==> config.mk <==
export PLATFORM = sky130hd
export DESIGN_NAME = fcore_decoder_top
export DESIGN_NICKNAME = d
export VERILOG_FILES = /design/src/fcore_decoder_pkg.sv /design/src/fcore_decoder_ifs.sv /design/src/fcore_decoder_top.sv /design/src/instr_field_unpack.sv /design/src/issue_register.sv /design/src/opcode_decode.sv
export VERILOG_INCLUDE_DIRS = /design/src
export SDC_FILE = /design/constraint.sdc
export NUM_CORES = 1
export LEC_CHECK = 0
export BUFFER_PORTS_ARGS = -buffer_cell sky130_fd_sc_hd__buf_2
export CAP_MARGIN = 20
export CORE_MARGIN = 5
export CORE_UTILIZATION = 50
export CTS_BUF_LIST = sky130_fd_sc_hd__clkbuf_8
export DETAILED_ROUTE_END_ITERATION = 10
export PLACE_DENSITY = 0.82
export REMOVE_ABC_BUFFERS = 1
export SLEW_MARGIN = 20
export SYNTH_ARGS = -nofsm -noshare
export SYNTH_HDL_FRONTEND = slang
export SYNTH_SLANG_ARGS = --single-unit
==> constraint.sdc <==
create_clock -name clock -period 1.27 [get_ports clock]
set_clock_uncertainty 0.2 [all_clocks]
set_input_delay 0.0635 -clock clock [delete_from_list [all_inputs] [get_ports clock]]
set_output_delay 0.0635 -clock clock [all_outputs]
set_load 0.05 [all_outputs]
==> src/fcore_decoder_config.svh <==
`ifndef FCORE_DECODER_CONFIG_SVH
`define FCORE_DECODER_CONFIG_SVH

// Instruction word and field widths
`define FCORE_INSTR_WIDTH    20
`define FCORE_OPCODE_WIDTH   4
`define FCORE_REG_WIDTH      4
`define FCORE_CHANNEL_WIDTH  8
`define FCORE_ADDR_WIDTH     12
`define FCORE_IMM_WIDTH      12
`define FCORE_OPSEL_WIDTH    6

// Registers per channel bank, each channel owns a contiguous block
`define FCORE_BANK_SIZE      16

// Operation codes sent to the execution unit
`define FCORE_OP_ADD         0
`define FCORE_OP_SUB         1
`define FCORE_OP_BGT         36
`define FCORE_OP_BEQ         20
`define FCORE_OP_CSEL        1

`endif

==> src/fcore_decoder_pkg.sv <==
`include "fcore_decoder_config.svh"

package fcore_decoder_pkg;

    // Raw instruction word as fetched from program memory
    typedef logic [`FCORE_INSTR_WIDTH-1:0] instr_t;

    // Register number inside one channel's bank
    typedef logic [`FCORE_REG_WIDTH-1:0] reg_num_t;

    typedef logic [`FCORE_CHANNEL_WIDTH-1:0] channel_t;

    // Banked register address, or a constant that travels on an address port
    typedef logic [`FCORE_ADDR_WIDTH-1:0] bank_addr_t;

    typedef logic [`FCORE_IMM_WIDTH-1:0] imm_t;

    // Operation code for the execution unit
    typedef logic [`FCORE_OPSEL_WIDTH-1:0] opsel_t;

    // Supported opcodes; codes above STOP are treated as NOP
    typedef enum logic [`FCORE_OPCODE_WIDTH-1:0] {
        NOP  = 4'd0,
        ADD  = 4'd1,
        SUB  = 4'd2,
        MUL  = 4'd3,
        LDR  = 4'd4,
        LDC  = 4'd5,
        BGT  = 4'd6,
        BEQ  = 4'd7,
        CSEL = 4'd8,
        STOP = 4'd9
    } opcode_e;

endpackage

==> src/fcore_decoder_ifs.sv <==
`timescale 1ns/1ps

// Unpacked instruction fields, already moved into the channel's bank
interface fields_if;
    import fcore_decoder_pkg::*;

    bank_addr_t bank_a;
    bank_addr_t bank_b;
    bank_addr_t bank_dest;
    imm_t       imm;
    logic       io_a;
    logic       io_b;
    logic       io_c;

    modport source (output bank_a, bank_b, bank_dest, imm, io_a, io_b, io_c);
    modport sink   (input  bank_a, bank_b, bank_dest, imm, io_a, io_b, io_c);
endinterface

// Per-opcode control from the decode table to the issue stage
interface issue_ctrl_if;
    import fcore_decoder_pkg::*;

    logic   use_a;
    logic   use_b;
    logic   use_c;
    logic   a_from_imm;
    logic   a_from_const;
    logic   target_from_dest;
    logic   op_valid;
    opsel_t op_code;
    logic   io_use_a;
    logic   io_use_b;
    logic   io_use_c;
    logic   stop;

    modport source (
        output use_a, use_b, use_c, a_from_imm, a_from_const, target_from_dest,
               op_valid, op_code, io_use_a, io_use_b, io_use_c, stop
    );
    modport sink (
        input  use_a, use_b, use_c, a_from_imm, a_from_const, target_from_dest,
               op_valid, op_code, io_use_a, io_use_b, io_use_c, stop
    );
endinterface

==> src/fcore_decoder_top.sv <==
`timescale 1ns/1ps

module fcore_decoder_top (
    input  logic                          clock,
    input  logic                          arst_n,
    input  logic                          enable,
    input  fcore_decoder_pkg::instr_t     instruction,
    input  fcore_decoder_pkg::channel_t   channel,
    input  fcore_decoder_pkg::bank_addr_t load_data,
    output fcore_decoder_pkg::opcode_e    exec_opcode,
    output logic                          io_sel_a,
    output logic                          io_sel_b,
    output logic                          io_sel_c,
    output logic                          core_stop,
    output logic                          op_a_valid,
    output fcore_decoder_pkg::bank_addr_t op_a_addr,
    output fcore_decoder_pkg::bank_addr_t op_a_target,
    output logic                          op_b_valid,
    output fcore_decoder_pkg::bank_addr_t op_b_addr,
    output fcore_decoder_pkg::bank_addr_t op_b_target,
    output logic                          op_c_valid,
    output fcore_decoder_pkg::bank_addr_t op_c_addr,
    output logic                          operation_valid,
    output fcore_decoder_pkg::opsel_t     operation_code
);
    import fcore_decoder_pkg::*;

    opcode_e opcode;

    fields_if     u_fields ();
    issue_ctrl_if u_ctrl ();

    instr_field_unpack u_unpack (
        .instruction (instruction),
        .channel     (channel),
        .opcode      (opcode),
        .fields      (u_fields.source)
    );

    opcode_decode u_decode (
        .opcode (opcode),
        .ctrl   (u_ctrl.source)
    );

    // Single register stage between the instruction and the issue ports
    issue_register u_issue (
        .clock           (clock),
        .arst_n          (arst_n),
        .enable          (enable),
        .opcode          (opcode),
        .load_data       (load_data),
        .fields          (u_fields.sink),
        .ctrl            (u_ctrl.sink),
        .exec_opcode     (exec_opcode),
        .io_sel_a        (io_sel_a),
        .io_sel_b        (io_sel_b),
        .io_sel_c        (io_sel_c),
        .core_stop       (core_stop),
        .op_a_valid      (op_a_valid),
        .op_a_addr       (op_a_addr),
        .op_a_target     (op_a_target),
        .op_b_valid      (op_b_valid),
        .op_b_addr       (op_b_addr),
        .op_b_target     (op_b_target),
        .op_c_valid      (op_c_valid),
        .op_c_addr       (op_c_addr),
        .operation_valid (operation_valid),
        .operation_code  (operation_code)
    );

endmodule

==> src/instr_field_unpack.sv <==
`timescale 1ns/1ps
`include "fcore_decoder_config.svh"

module instr_field_unpack (
    input  fcore_decoder_pkg::instr_t   instruction,
    input  fcore_decoder_pkg::channel_t channel,
    output fcore_decoder_pkg::opcode_e  opcode,
    fields_if.source                    fields
);
    import fcore_decoder_pkg::*;

    localparam int REG_A_LSB = `FCORE_OPCODE_WIDTH;
    localparam int REG_B_LSB = REG_A_LSB + `FCORE_REG_WIDTH;
    localparam int DEST_LSB  = REG_B_LSB + `FCORE_REG_WIDTH;
    localparam int IO_LSB    = DEST_LSB + `FCORE_REG_WIDTH;

    logic [`FCORE_OPCODE_WIDTH-1:0] raw_opcode;
    reg_num_t                       reg_a;
    reg_num_t                       reg_b;
    reg_num_t                       reg_dest;

    // Each channel sees its own block of registers in the shared register file
    function automatic bank_addr_t bank_of(input reg_num_t r, input channel_t ch);
        return bank_addr_t'(r) + bank_addr_t'(ch) * bank_addr_t'(`FCORE_BANK_SIZE);
    endfunction

    assign raw_opcode = instruction[`FCORE_OPCODE_WIDTH-1:0];
    assign reg_a      = instruction[REG_A_LSB +: `FCORE_REG_WIDTH];
    assign reg_b      = instruction[REG_B_LSB +: `FCORE_REG_WIDTH];
    assign reg_dest   = instruction[DEST_LSB +: `FCORE_REG_WIDTH];

    // Unknown codes fold onto NOP so downstream never sees them
    assign opcode = (raw_opcode > STOP) ? NOP : opcode_e'(raw_opcode);

    assign fields.bank_a    = bank_of(reg_a, channel);
    assign fields.bank_b    = bank_of(reg_b, channel);
    assign fields.bank_dest = bank_of(reg_dest, channel);

    // The immediate overlaps the three register fields
    assign fields.imm = instruction[REG_A_LSB +: `FCORE_IMM_WIDTH];

    assign fields.io_a = instruction[IO_LSB];
    assign fields.io_b = instruction[IO_LSB + 1];
    assign fields.io_c = instruction[IO_LSB + 2];

endmodule

==> src/issue_register.sv <==
`timescale 1ns/1ps

module issue_register (
    input  logic                          clock,
    input  logic                          arst_n,
    input  logic                          enable,
    input  fcore_decoder_pkg::opcode_e    opcode,
    input  fcore_decoder_pkg::bank_addr_t load_data,
    fields_if.sink                        fields,
    issue_ctrl_if.sink                    ctrl,
    output fcore_decoder_pkg::opcode_e    exec_opcode,
    output logic                          io_sel_a,
    output logic                          io_sel_b,
    output logic                          io_sel_c,
    output logic                          core_stop,
    output logic                          op_a_valid,
    output fcore_decoder_pkg::bank_addr_t op_a_addr,
    output fcore_decoder_pkg::bank_addr_t op_a_target,
    output logic                          op_b_valid,
    output fcore_decoder_pkg::bank_addr_t op_b_addr,
    output fcore_decoder_pkg::bank_addr_t op_b_target,
    output logic                          op_c_valid,
    output fcore_decoder_pkg::bank_addr_t op_c_addr,
    output logic                          operation_valid,
    output fcore_decoder_pkg::opsel_t     operation_code
);
    import fcore_decoder_pkg::*;

    bank_addr_t a_addr;
    bank_addr_t a_target;
    bank_addr_t b_target;
    logic       issue;

    assign issue = enable && (opcode != NOP);

    // Loads and CSEL write back to register a, everything else uses dest
    assign a_addr   = ctrl.a_from_const ? load_data :
                      ctrl.a_from_imm   ? bank_addr_t'(fields.imm) : fields.bank_a;
    assign a_target = (ctrl.a_from_imm || ctrl.a_from_const || ctrl.use_c) ?
                      fields.bank_a : fields.bank_dest;
    assign b_target = ctrl.use_c            ? fields.bank_a    :
                      ctrl.target_from_dest ? fields.bank_dest : fields.bank_b;

    always_ff @(posedge clock or negedge arst_n) begin
        if (!arst_n) begin
            exec_opcode     <= NOP;
            io_sel_a        <= 1'b0;
            io_sel_b        <= 1'b0;
            io_sel_c        <= 1'b0;
            core_stop       <= 1'b0;
            op_a_valid      <= 1'b0;
            op_a_addr       <= '0;
            op_a_target     <= '0;
            op_b_valid      <= 1'b0;
            op_b_addr       <= '0;
            op_b_target     <= '0;
            op_c_valid      <= 1'b0;
            op_c_addr       <= '0;
            operation_valid <= 1'b0;
            operation_code  <= '0;
        end else begin
            // Valids and stop are single-cycle pulses
            op_a_valid      <= 1'b0;
            op_b_valid      <= 1'b0;
            op_c_valid      <= 1'b0;
            operation_valid <= 1'b0;
            core_stop       <= 1'b0;
            if (issue) begin
                exec_opcode <= opcode;
                core_stop   <= ctrl.stop;
                if (ctrl.use_a) begin
                    op_a_valid  <= 1'b1;
                    op_a_addr   <= a_addr;
                    op_a_target <= a_target;
                end
                if (ctrl.use_b) begin
                    op_b_valid  <= 1'b1;
                    op_b_addr   <= fields.bank_b;
                    op_b_target <= b_target;
                end
                if (ctrl.use_c) begin
                    op_c_valid <= 1'b1;
                    op_c_addr  <= fields.bank_dest;
                end
                if (ctrl.op_valid) begin
                    operation_valid <= 1'b1;
                    operation_code  <= ctrl.op_code;
                end
                // Selects not touched by this opcode hold their last value
                if (ctrl.io_use_a) io_sel_a <= fields.io_a;
                if (ctrl.io_use_b) io_sel_b <= fields.io_b;
                if (ctrl.io_use_c) io_sel_c <= fields.io_c;
            end else begin
                exec_opcode    <= NOP;
                io_sel_a       <= 1'b0;
                io_sel_b       <= 1'b0;
                io_sel_c       <= 1'b0;
                op_a_addr      <= '0;
                op_a_target    <= '0;
                op_b_addr      <= '0;
                op_b_target    <= '0;
                op_c_addr      <= '0;
                operation_code <= '0;
            end
        end
    end

endmodule

==> src/opcode_decode.sv <==
`timescale 1ns/1ps
`include "fcore_decoder_config.svh"

module opcode_decode (
    input  fcore_decoder_pkg::opcode_e opcode,
    issue_ctrl_if.source               ctrl
);
    import fcore_decoder_pkg::*;

    always_comb begin
        // Anything not listed below behaves as NOP
        ctrl.use_a            = 1'b0;
        ctrl.use_b            = 1'b0;
        ctrl.use_c            = 1'b0;
        ctrl.a_from_imm       = 1'b0;
        ctrl.a_from_const     = 1'b0;
        ctrl.target_from_dest = 1'b0;
        ctrl.op_valid         = 1'b0;
        ctrl.op_code          = '0;
        ctrl.io_use_a         = 1'b0;
        ctrl.io_use_b         = 1'b0;
        ctrl.io_use_c         = 1'b0;
        ctrl.stop             = 1'b0;

        case (opcode)
            ADD, SUB, BGT, BEQ: begin
                ctrl.use_a            = 1'b1;
                ctrl.use_b            = 1'b1;
                ctrl.target_from_dest = 1'b1;
                ctrl.op_valid         = 1'b1;
                ctrl.io_use_a         = 1'b1;
                ctrl.io_use_b         = 1'b1;
                case (opcode)
                    SUB:     ctrl.op_code = opsel_t'(`FCORE_OP_SUB);
                    BGT:     ctrl.op_code = opsel_t'(`FCORE_OP_BGT);
                    BEQ:     ctrl.op_code = opsel_t'(`FCORE_OP_BEQ);
                    default: ctrl.op_code = opsel_t'(`FCORE_OP_ADD);
                endcase
            end
            MUL: begin
                // The multiplier has no operation code; port b writes back to register b
                ctrl.use_a    = 1'b1;
                ctrl.use_b    = 1'b1;
                ctrl.io_use_a = 1'b1;
                ctrl.io_use_b = 1'b1;
            end
            LDR: begin
                ctrl.use_a      = 1'b1;
                ctrl.a_from_imm = 1'b1;
            end
            LDC: begin
                ctrl.use_a        = 1'b1;
                ctrl.a_from_const = 1'b1;
            end
            CSEL: begin
                ctrl.use_a    = 1'b1;
                ctrl.use_b    = 1'b1;
                ctrl.use_c    = 1'b1;
                ctrl.op_valid = 1'b1;
                ctrl.op_code  = opsel_t'(`FCORE_OP_CSEL);
                ctrl.io_use_a = 1'b1;
                ctrl.io_use_b = 1'b1;
                ctrl.io_use_c = 1'b1;
            end
            STOP: begin
                ctrl.stop = 1'b1;
            end
            default: begin
                ctrl.stop = 1'b0;
            end
        endcase
    end

endmodule

==> results.sh, run 1 <==
export IMPL_portBuffers=117
export IMPL_cp_data_arrival_time_ps=1350
export IMPL_worstHoldEndpoint="u_issue.op_b_valid"
export IMPL_dp_hpwl_um=6137
export IMPL_clock_latency_ps=340
export IMPL_cts_buffers=9
export IMPL_yosysMostFrequentCell="dfrtp_1"
export IMPL_path_class="reg2reg"
export IMPL_die_area_um2=7842
export IMPL_grt_pass1_vias=3105
export IMPL_drc=0
export IMPL_drt_pass1_iterations=5
export IMPL_clk_pin_slew_ps=80
export IMPL_cts_tree="yes"
export IMPL_initial_core_util_pct=51.81
export IMPL_yosys_cell_types_count=40
export IMPL_maxSlewViolCount=0
export IMPL_syn_inst=275
export IMPL_viasPerCell=5.657
export IMPL_cts_root_buf="clkbuf_8"
export IMPL_cap_violations=0
export IMPL_ys_seq_elements=68
export IMPL_setup_tns_ps=-3.865
export IMPL_syn_to_final_growth_pct=49.39
export IMPL_drive_above_1_share_pct=39.38
export IMPL_cts_buffer_depth=2
export IMPL_finalNetCount=491
export IMPL_final_area_um2=4609
export IMPL_syn_area_um2=3085
export IMPL_clock_sinks=68
export IMPL_r2r_start="u_issue.operation_code[4]"
export IMPL_endpoint_kind="flip-flop"
export IMPL_hold_path_class="in2reg"
export IMPL_place_area_um2=3866
export IMPL_reg2regPathDepth=4
export IMPL_yosys_warnings=0
export IMPL_syn_area_per_cell_um2=11.22
export IMPL_antenna_found_initial=0
export IMPL_ys_seq_area_share_pct=55.15
export IMPL_timing_final_ws_setup_ps=-3.865
export IMPL_min_from="enable"
export IMPL_synthArstFlopShare_pct=100.0
export IMPL_synth_edff_count=0
export IMPL_avgRoutedWirePerCell_um=19.35
export IMPL_drt_antenna_violating_nets=0
export IMPL_fmax_mhz=785.0
export IMPL_crit_fanout=4
export IMPL_finalSetupViolCount=1
export IMPL_cp_start_kind="flip-flop"
export IMPL_wl_um=10200
export IMPL_hold_viol_final=0
export IMPL_cellLeakagePower_nw=2.394
export IMPL_synthTopCellsByArea="dfrtp_1 55%, a22o_1 10%, mux2i_1 4.2%"
export IMPL_grt_max_degree=69
export IMPL_synth_common_cells="68 x dfrtp_1, 36 x a22o_1, 25 x nand2_1"
export IMPL_gp_congestion=0.8505
export IMPL_min_period_ps=1274
export IMPL_grt_overflow_total=0
export IMPL_vdd_drop_max_mv=0.7862
export IMPL_cts_htree_levels=3
export IMPL_r2r_end="u_issue.operation_code[4]"
export IMPL_synth_ff_type="dfrtp_1"
export IMPL_p_per_area_nw_per_um2=1179
export IMPL_die_h_um=88.56
export IMPL_violations="setup timing"
export IMPL_synth_top_area_share_pct=55.15
export IMPL_grt_pass1_wl_um=15680
export IMPL_core_um2=5956
export IMPL_num_io_pins=121
export IMPL_status="complete, but fails checks"
export IMPL_cp_required_ps=1350
export IMPL_fin_crit_sh_pct=100.3
export IMPL_grtUsageTotal_pct=26.51
export IMPL_via_count=2981
export IMPL_dieWidth_um=88.56
export IMPL_antenna_cells=0
export IMPL_yosysTopAreaCell="dfrtp_1"
export IMPL_hold_path_depth=2
export IMPL_first_iter_violations=248
export IMPL_rows=28
export IMPL_rrSetupSlack_ps=-4
cells by family (layout without fill, tap and decap cells):
kind of cell,count (synthesis),count (layout),share of synthesized area [%]
buffers and inverters,34,210,7.177
AO/OA/AOI/OAI,87,87,20.32
AND/OR/NAND/NOR,70,70,12.13
flip-flops,68,68,55.15
multiplexers,14,14,4.582
XOR/XNOR,1,1,0.5273
other,1,2,0.1215
metal layers:
| metal | track usage [%] | vias to the layer above | wire (um) |
|---|---|---|---|
| met1 | 32.45 | 1440 | 3984 |
| li1 | - | 1334 | - |
| met5 | 0 | - | 0 |
| met4 | 11.13 | 0 | 193 |
| met3 | 5.773 | 27 | 874 |
| met2 | 45.34 | 180 | 5147 |
stage by stage:
| step | utilization (%) | hold slack, ps | power, mW | std cells | worst slack [ps] |
|---|---|---|---|---|---|
| after CTS | 75.53 | 27.62 | 5.386 | 525 | -28.88 |
| after global routing | 77.40 | 47.36 | 5.616 | 527 | -59.24 |
| after floorplan | - | -432.1 | 3.007 | 247 | -197.2 |
| final | 77.40 | 53.96 | 5.434 | 527 | -3.865 |
| after detailed placement | 64.92 | -87.33 | 3.465 | 469 | -297.5 |
| after global placement | 64.92 | -95.17 | 3.446 | 469 | -245.3 |
registers in the layout, indices dropped and copies added, names as in the netlist, 4 cells and up:
register                count
u_issue.op_a_target        12
u_issue.operation_code      4
u_issue.op_a_addr          12
u_issue.op_b_target        11
u_issue.op_b_addr           5
u_issue.op_c_addr          12
u_issue.exec_opcode         4
layout make-up:
| cell class | instances | area (um^2) |
|---|---|---|
| clock buffer | 11 | 151.4 |
| sequential | 68 | 1702 |
| clock inverter | 4 | 50.05 |
| tap | 75 | 93.84 |
| multi-input combinational | 174 | 1205 |
| inverter | 5 | 18.77 |
| timing repair buffer | 190 | 1389 |
| fill | 369 | 1346 |
power by group:
group / switching (mW) / internal (mW) / total (mW)
Sequential: 0.0601 / 2.26 / 2.32
Clock: 0.834 / 1.00 / 1.83
Combinational: 0.830 / 0.448 / 1.28
critical path, cell delays in order (launching register included):
cell	delay (ps)
dfrtp_1	400
inv_1	80
o32ai_2	280
a22oi_1	130
nor2b_1	110
worst max path at each step:
| stage | from | to | slack [ps] | cells past startpoint |
|---|---|---|---|---|
| finish | u_issue.operation_code[4] | u_issue.operation_code[4] | -4 | 4 |
| global route | u_issue.operation_code[4] | u_issue.operation_code[4] | -60 | 4 |
| CTS | u_issue.op_b_target[8] | op_b_target[8] | -30 | 1 |
| detailed placement | instruction[2] | u_issue.op_b_target[6] | -300 | 5 |
| global placement | instruction[2] | u_issue.io_sel_b | -250 | 5 |
| floorplan | u_issue.operation_code[4] | u_issue.operation_code[4] | -200 | 4 |
cells in the final DEF, fill, tap and decap left out, types with 2 or more instances in the layout:
cell type	netlist	layout
conb_1	1	2
a21oi_1	7	7
o21ai_2	0	3
nand2_1	25	25
nor3_4	1	2
nor2b_1	4	4
o21ai_0	13	9
buf_4	14	40
buf_2	8	86
nor2_1	12	12
buf_12	0	6
and2_1	3	3
dlygate4sd3_1	0	41
a22o_1	36	36
inv_1	4	5
o21ai_1	6	7
clkbuf_4	0	17
mux2i_1	13	13
a211oi_1	4	4
o31ai_1	8	8
clkbuf_8	0	11
nand2b_1	7	7
nor3_1	8	8
dfrtp_1	68	68
and3b_1	2	2
o22ai_1	8	8
timing repair:
item                       CTS  global route
buffers inserted             0             2
resized for setup            8            40
setup endpoints to repair   10            43
hold buffers                41             0
pin swaps                    0             1
hold endpoints to repair   128             0
gates cloned                 0             0
No activity file was read; power rests on OpenSTA's default activity.
==> run 2, diff against run 1 <==
--- a/config.mk
+++ b/config.mk
@@ -7,14 +7,16 @@
 export NUM_CORES = 1
 export LEC_CHECK = 0
 export BUFFER_PORTS_ARGS = -buffer_cell sky130_fd_sc_hd__buf_2
-export CAP_MARGIN = 20
+export CAP_MARGIN = 10
 export CORE_MARGIN = 5
 export CORE_UTILIZATION = 50
 export CTS_BUF_LIST = sky130_fd_sc_hd__clkbuf_8
 export DETAILED_ROUTE_END_ITERATION = 10
-export PLACE_DENSITY = 0.82
+export GPL_TIMING_DRIVEN = 0
+export PLACE_DENSITY = 0.77
 export REMOVE_ABC_BUFFERS = 1
 export SLEW_MARGIN = 20
 export SYNTH_ARGS = -nofsm -noshare
 export SYNTH_HDL_FRONTEND = slang
+export SYNTH_HIERARCHICAL = 1
 export SYNTH_SLANG_ARGS = --single-unit
==> run 2 against run 1 <==
The flow still finishes with violations (setup timing). Register-to-register slack got worse by 70 ps. Synthesized cell count rose by 61%. Die area grew 34%. Final cell count increased by 39%. Clock-buffer cell count decreased by 1. Synthesized area is 39% higher. Critical path type is now in2reg.
==> results.sh, run 2 <==
export IMPL_status="complete, but fails checks"
export IMPL_violations="setup timing"
export IMPL_finalPower_mw=7.746
export IMPL_rows=33
export IMPL_die_h_um=102.5
export IMPL_synth_compound_gate_area_share_pct=14.72
export IMPL_path_class="in2reg"
export IMPL_layout_common_cells="78 x dfrtp_1, 75 x buf_2, 44 x buf_4"
export IMPL_synthArstFlopShare_pct=100.0
export IMPL_ys_seq_elements=78
export IMPL_num_io_pins=121
export IMPL_clock_sinks=78
export IMPL_synth_xor_area_share_pct=0.8197
export IMPL_top_usage_layer="met2"
export IMPL_vdd_drop_max_mv=0.8802
export IMPL_first_iter_violations=693
export IMPL_cts_htree_levels=3
export IMPL_drt_antenna_violating_nets=0
export IMPL_worstMarginPinSlew_ps=639.9
export IMPL_ys_seq_area_share_pct=45.67
export IMPL_cp_required_ps=1300
export IMPL_p_per_area_nw_per_um2=1111
export IMPL_cap_violations=0
export IMPL_preCtsSetupSlack_ps=-2426
export IMPL_grt_pass1_wl_um=23360
export IMPL_grt_pass1_vias=4347
export IMPL_dieWidth_um=102.5
export IMPL_cts_buffer_depth=2
export IMPL_maxSlewViolCount=0
export IMPL_endpoint_kind="flip-flop"
export IMPL_syn_inst=443
export IMPL_clk_pin_slew_ps=100
export IMPL_viasPerCell=6.445
export IMPL_fin_crit_sh_pct=169.0
export IMPL_drc=0
export IMPL_wl_um=21310
export IMPL_yosysTopAreaCell="dfrtp_1"
export IMPL_initial_core_util_pct=51.76
export IMPL_avgRoutedWirePerCell_um=29.11
export IMPL_gp_congestion=0.7880
export IMPL_grt_overflow_total=0
export IMPL_die_area_um2=10500
export IMPL_fmax_mhz=465.9
export IMPL_synth_top_family_by_area="simple AND/OR/NAND/NOR gates"
export IMPL_maxSlewHeadroom_pct=57.34
export IMPL_grtUsageTotal_pct=29.59
export IMPL_timing_final_ws_setup_ps=-876.6
export IMPL_synth_edff_count=0
export IMPL_drt_pass1_iterations=7
export IMPL_yosys_warnings=6
export IMPL_muxShareOfSynthArea_pct=7.728
export IMPL_min_period_ps=2147
export IMPL_syn_to_final_growth_pct=63.11
export IMPL_syn_area_per_cell_um2=9.648
export IMPL_final_area_um2=6972
export IMPL_synth_simple_gate_area_share_pct=17.10
export IMPL_cts_root_buf="clkbuf_8"
export IMPL_dp_hpwl_um=7624
export IMPL_use_met3_pct=6.143
export IMPL_cts_tree="yes"
export IMPL_antenna_found_initial=0
export IMPL_core_um2=8258
export IMPL_use_met1_pct=35.61
export IMPL_hold_path_class="in2async"
export IMPL_use_met2_pct=50.20
export IMPL_synthTopCellsByArea="dfrtp_1 46%, buf_4 11%, mux2i_1 7.7%"
export IMPL_finalNetCount=665
export IMPL_setup_tns_ps=-42660
export IMPL_syn_area_um2=4274
export IMPL_cp_data_arrival_time_ps=2180
export IMPL_crit_fanout=6
export IMPL_synth_top_area_share_pct=45.67
export IMPL_place_area_um2=4652
export IMPL_synthAdderAreaFrac_pct=0
export IMPL_synth_ff_type="dfrtp_1"
export IMPL_yosysMostFrequentCell="dfrtp_1"
export IMPL_yosys_cell_types_count=34
export IMPL_via_count=4718
export IMPL_grt_max_degree=45
export IMPL_cellLeakagePower_nw=3.194
export IMPL_cp_start_kind="input port"
export IMPL_rsz0062_at_grt="true"
export IMPL_clock_latency_ps=330
export IMPL_portBuffers=119
export IMPL_synth_common_cells="78 x dfrtp_1, 62 x buf_4, 37 x nor2_1"
export IMPL_cts_buffers=9
export IMPL_finalSetupViolCount=82
export IMPL_hold_viol_final=0
export IMPL_drive_above_1_share_pct=50.32
export IMPL_mostFrequentLayoutCell="dfrtp_1"
run 2: cell types whose count changed after synthesis, moves of 7 or more:
cell      change
a21oi_1      +17
dfrtp_1      +10
o31ai_1       -8
a31oi_1      +36
a22o_1       -36
o22ai_1       -7
o211ai_1     +24
buf_4        +48
nor2b_1      +20
and2_1        +8
mux2i_1      +20
nor2_1       +25
nand2b_1     +18
buf_2        +10
run 2: routing by layer:
metal	part of all wire, %	wire length (um)
met1	32	6871
met2	45	9607
met3	14	3007
met4	8.6	1825
met5	0	0
run 2: per-stage QoR:
stage / util (%) / hold slack, ps / instances
3_3_place_gp: 53.42 / 108.8 / 580
4_1_cts: 74.24 / 66.40 / 699
2_1_floorplan: - / -432.1 / 356
6_report: 84.42 / 84.93 / 732
3_5_place_dp: 56.33 / -95.90 / 594
5_1_grt: 84.39 / 110.9 / 731
run 2: where the power goes:
part           internal [mW]  switching, mW
registers               2.62         0.0995
clock network           1.14          0.981
logic                   1.18           1.72
total                   4.94           2.81
run 2: layout make-up:
| class | count | area (um^2) |
|---|---|---|
| diodes | 1 | 2.502 |
| clock buffers | 10 | 137.6 |
| clock inverters | 5 | 76.32 |
| fillers | 381 | 1286 |
| multi-input cells | 282 | 2328 |
| flip-flops and latches | 78 | 1952 |
| well taps | 105 | 131.4 |
| repair buffers | 251 | 2344 |
run 2: final timing paths:
check	from	end	slack (ps)	depth (start not counted)
setup / recovery	instruction[2]	u_issue/op_b_target[3]	-880	11
hold / removal	arst_n	u_issue/operation_code[3]	80	2
setup reg to reg	u_issue/op_b_target[3]	u_issue/op_b_target[3]	-70	3
hold reg to reg	u_issue/op_b_addr[4]	u_issue/op_b_addr[4]	320	2
max in group asynchronous	arst_n	u_issue/op_b_addr[7]	110	3
min in group clock	enable	u_issue/exec_opcode[3]	160	3
run 2: cell families (layout without fill, tap and decap cells):
kind of cell | Yosys count | after routing
xor+xnor | 4 | 4
mux | 33 | 33
flops | 78 | 78
buf+inv | 88 | 266
compound gates | 101 | 103
other cells | 1 | 3
simple gates | 138 | 140
run 2: what timing repair did:
| item | in CTS | in global routing |
|---|---|---|
| resized for setup | 86 | 169 |
| setup buffers | 45 | 37 |
| hold endpoints to repair | 145 | 0 |
| setup endpoints to repair | 76 | 113 |
| pin swaps | 31 | 53 |
| hold buffers | 38 | 0 |
| cloned | 7 | 5 |
run 2: worst max-delay path, stage by stage:
cell	delay [ps]
buf_8	100
o21ai_2	320
and2_4	300
nor2b_4	230
nor2_4	60
o22ai_4	120
buf_12	160
buf_16	130
and2b_4	210
o211ai_1	160
a21oi_1	320
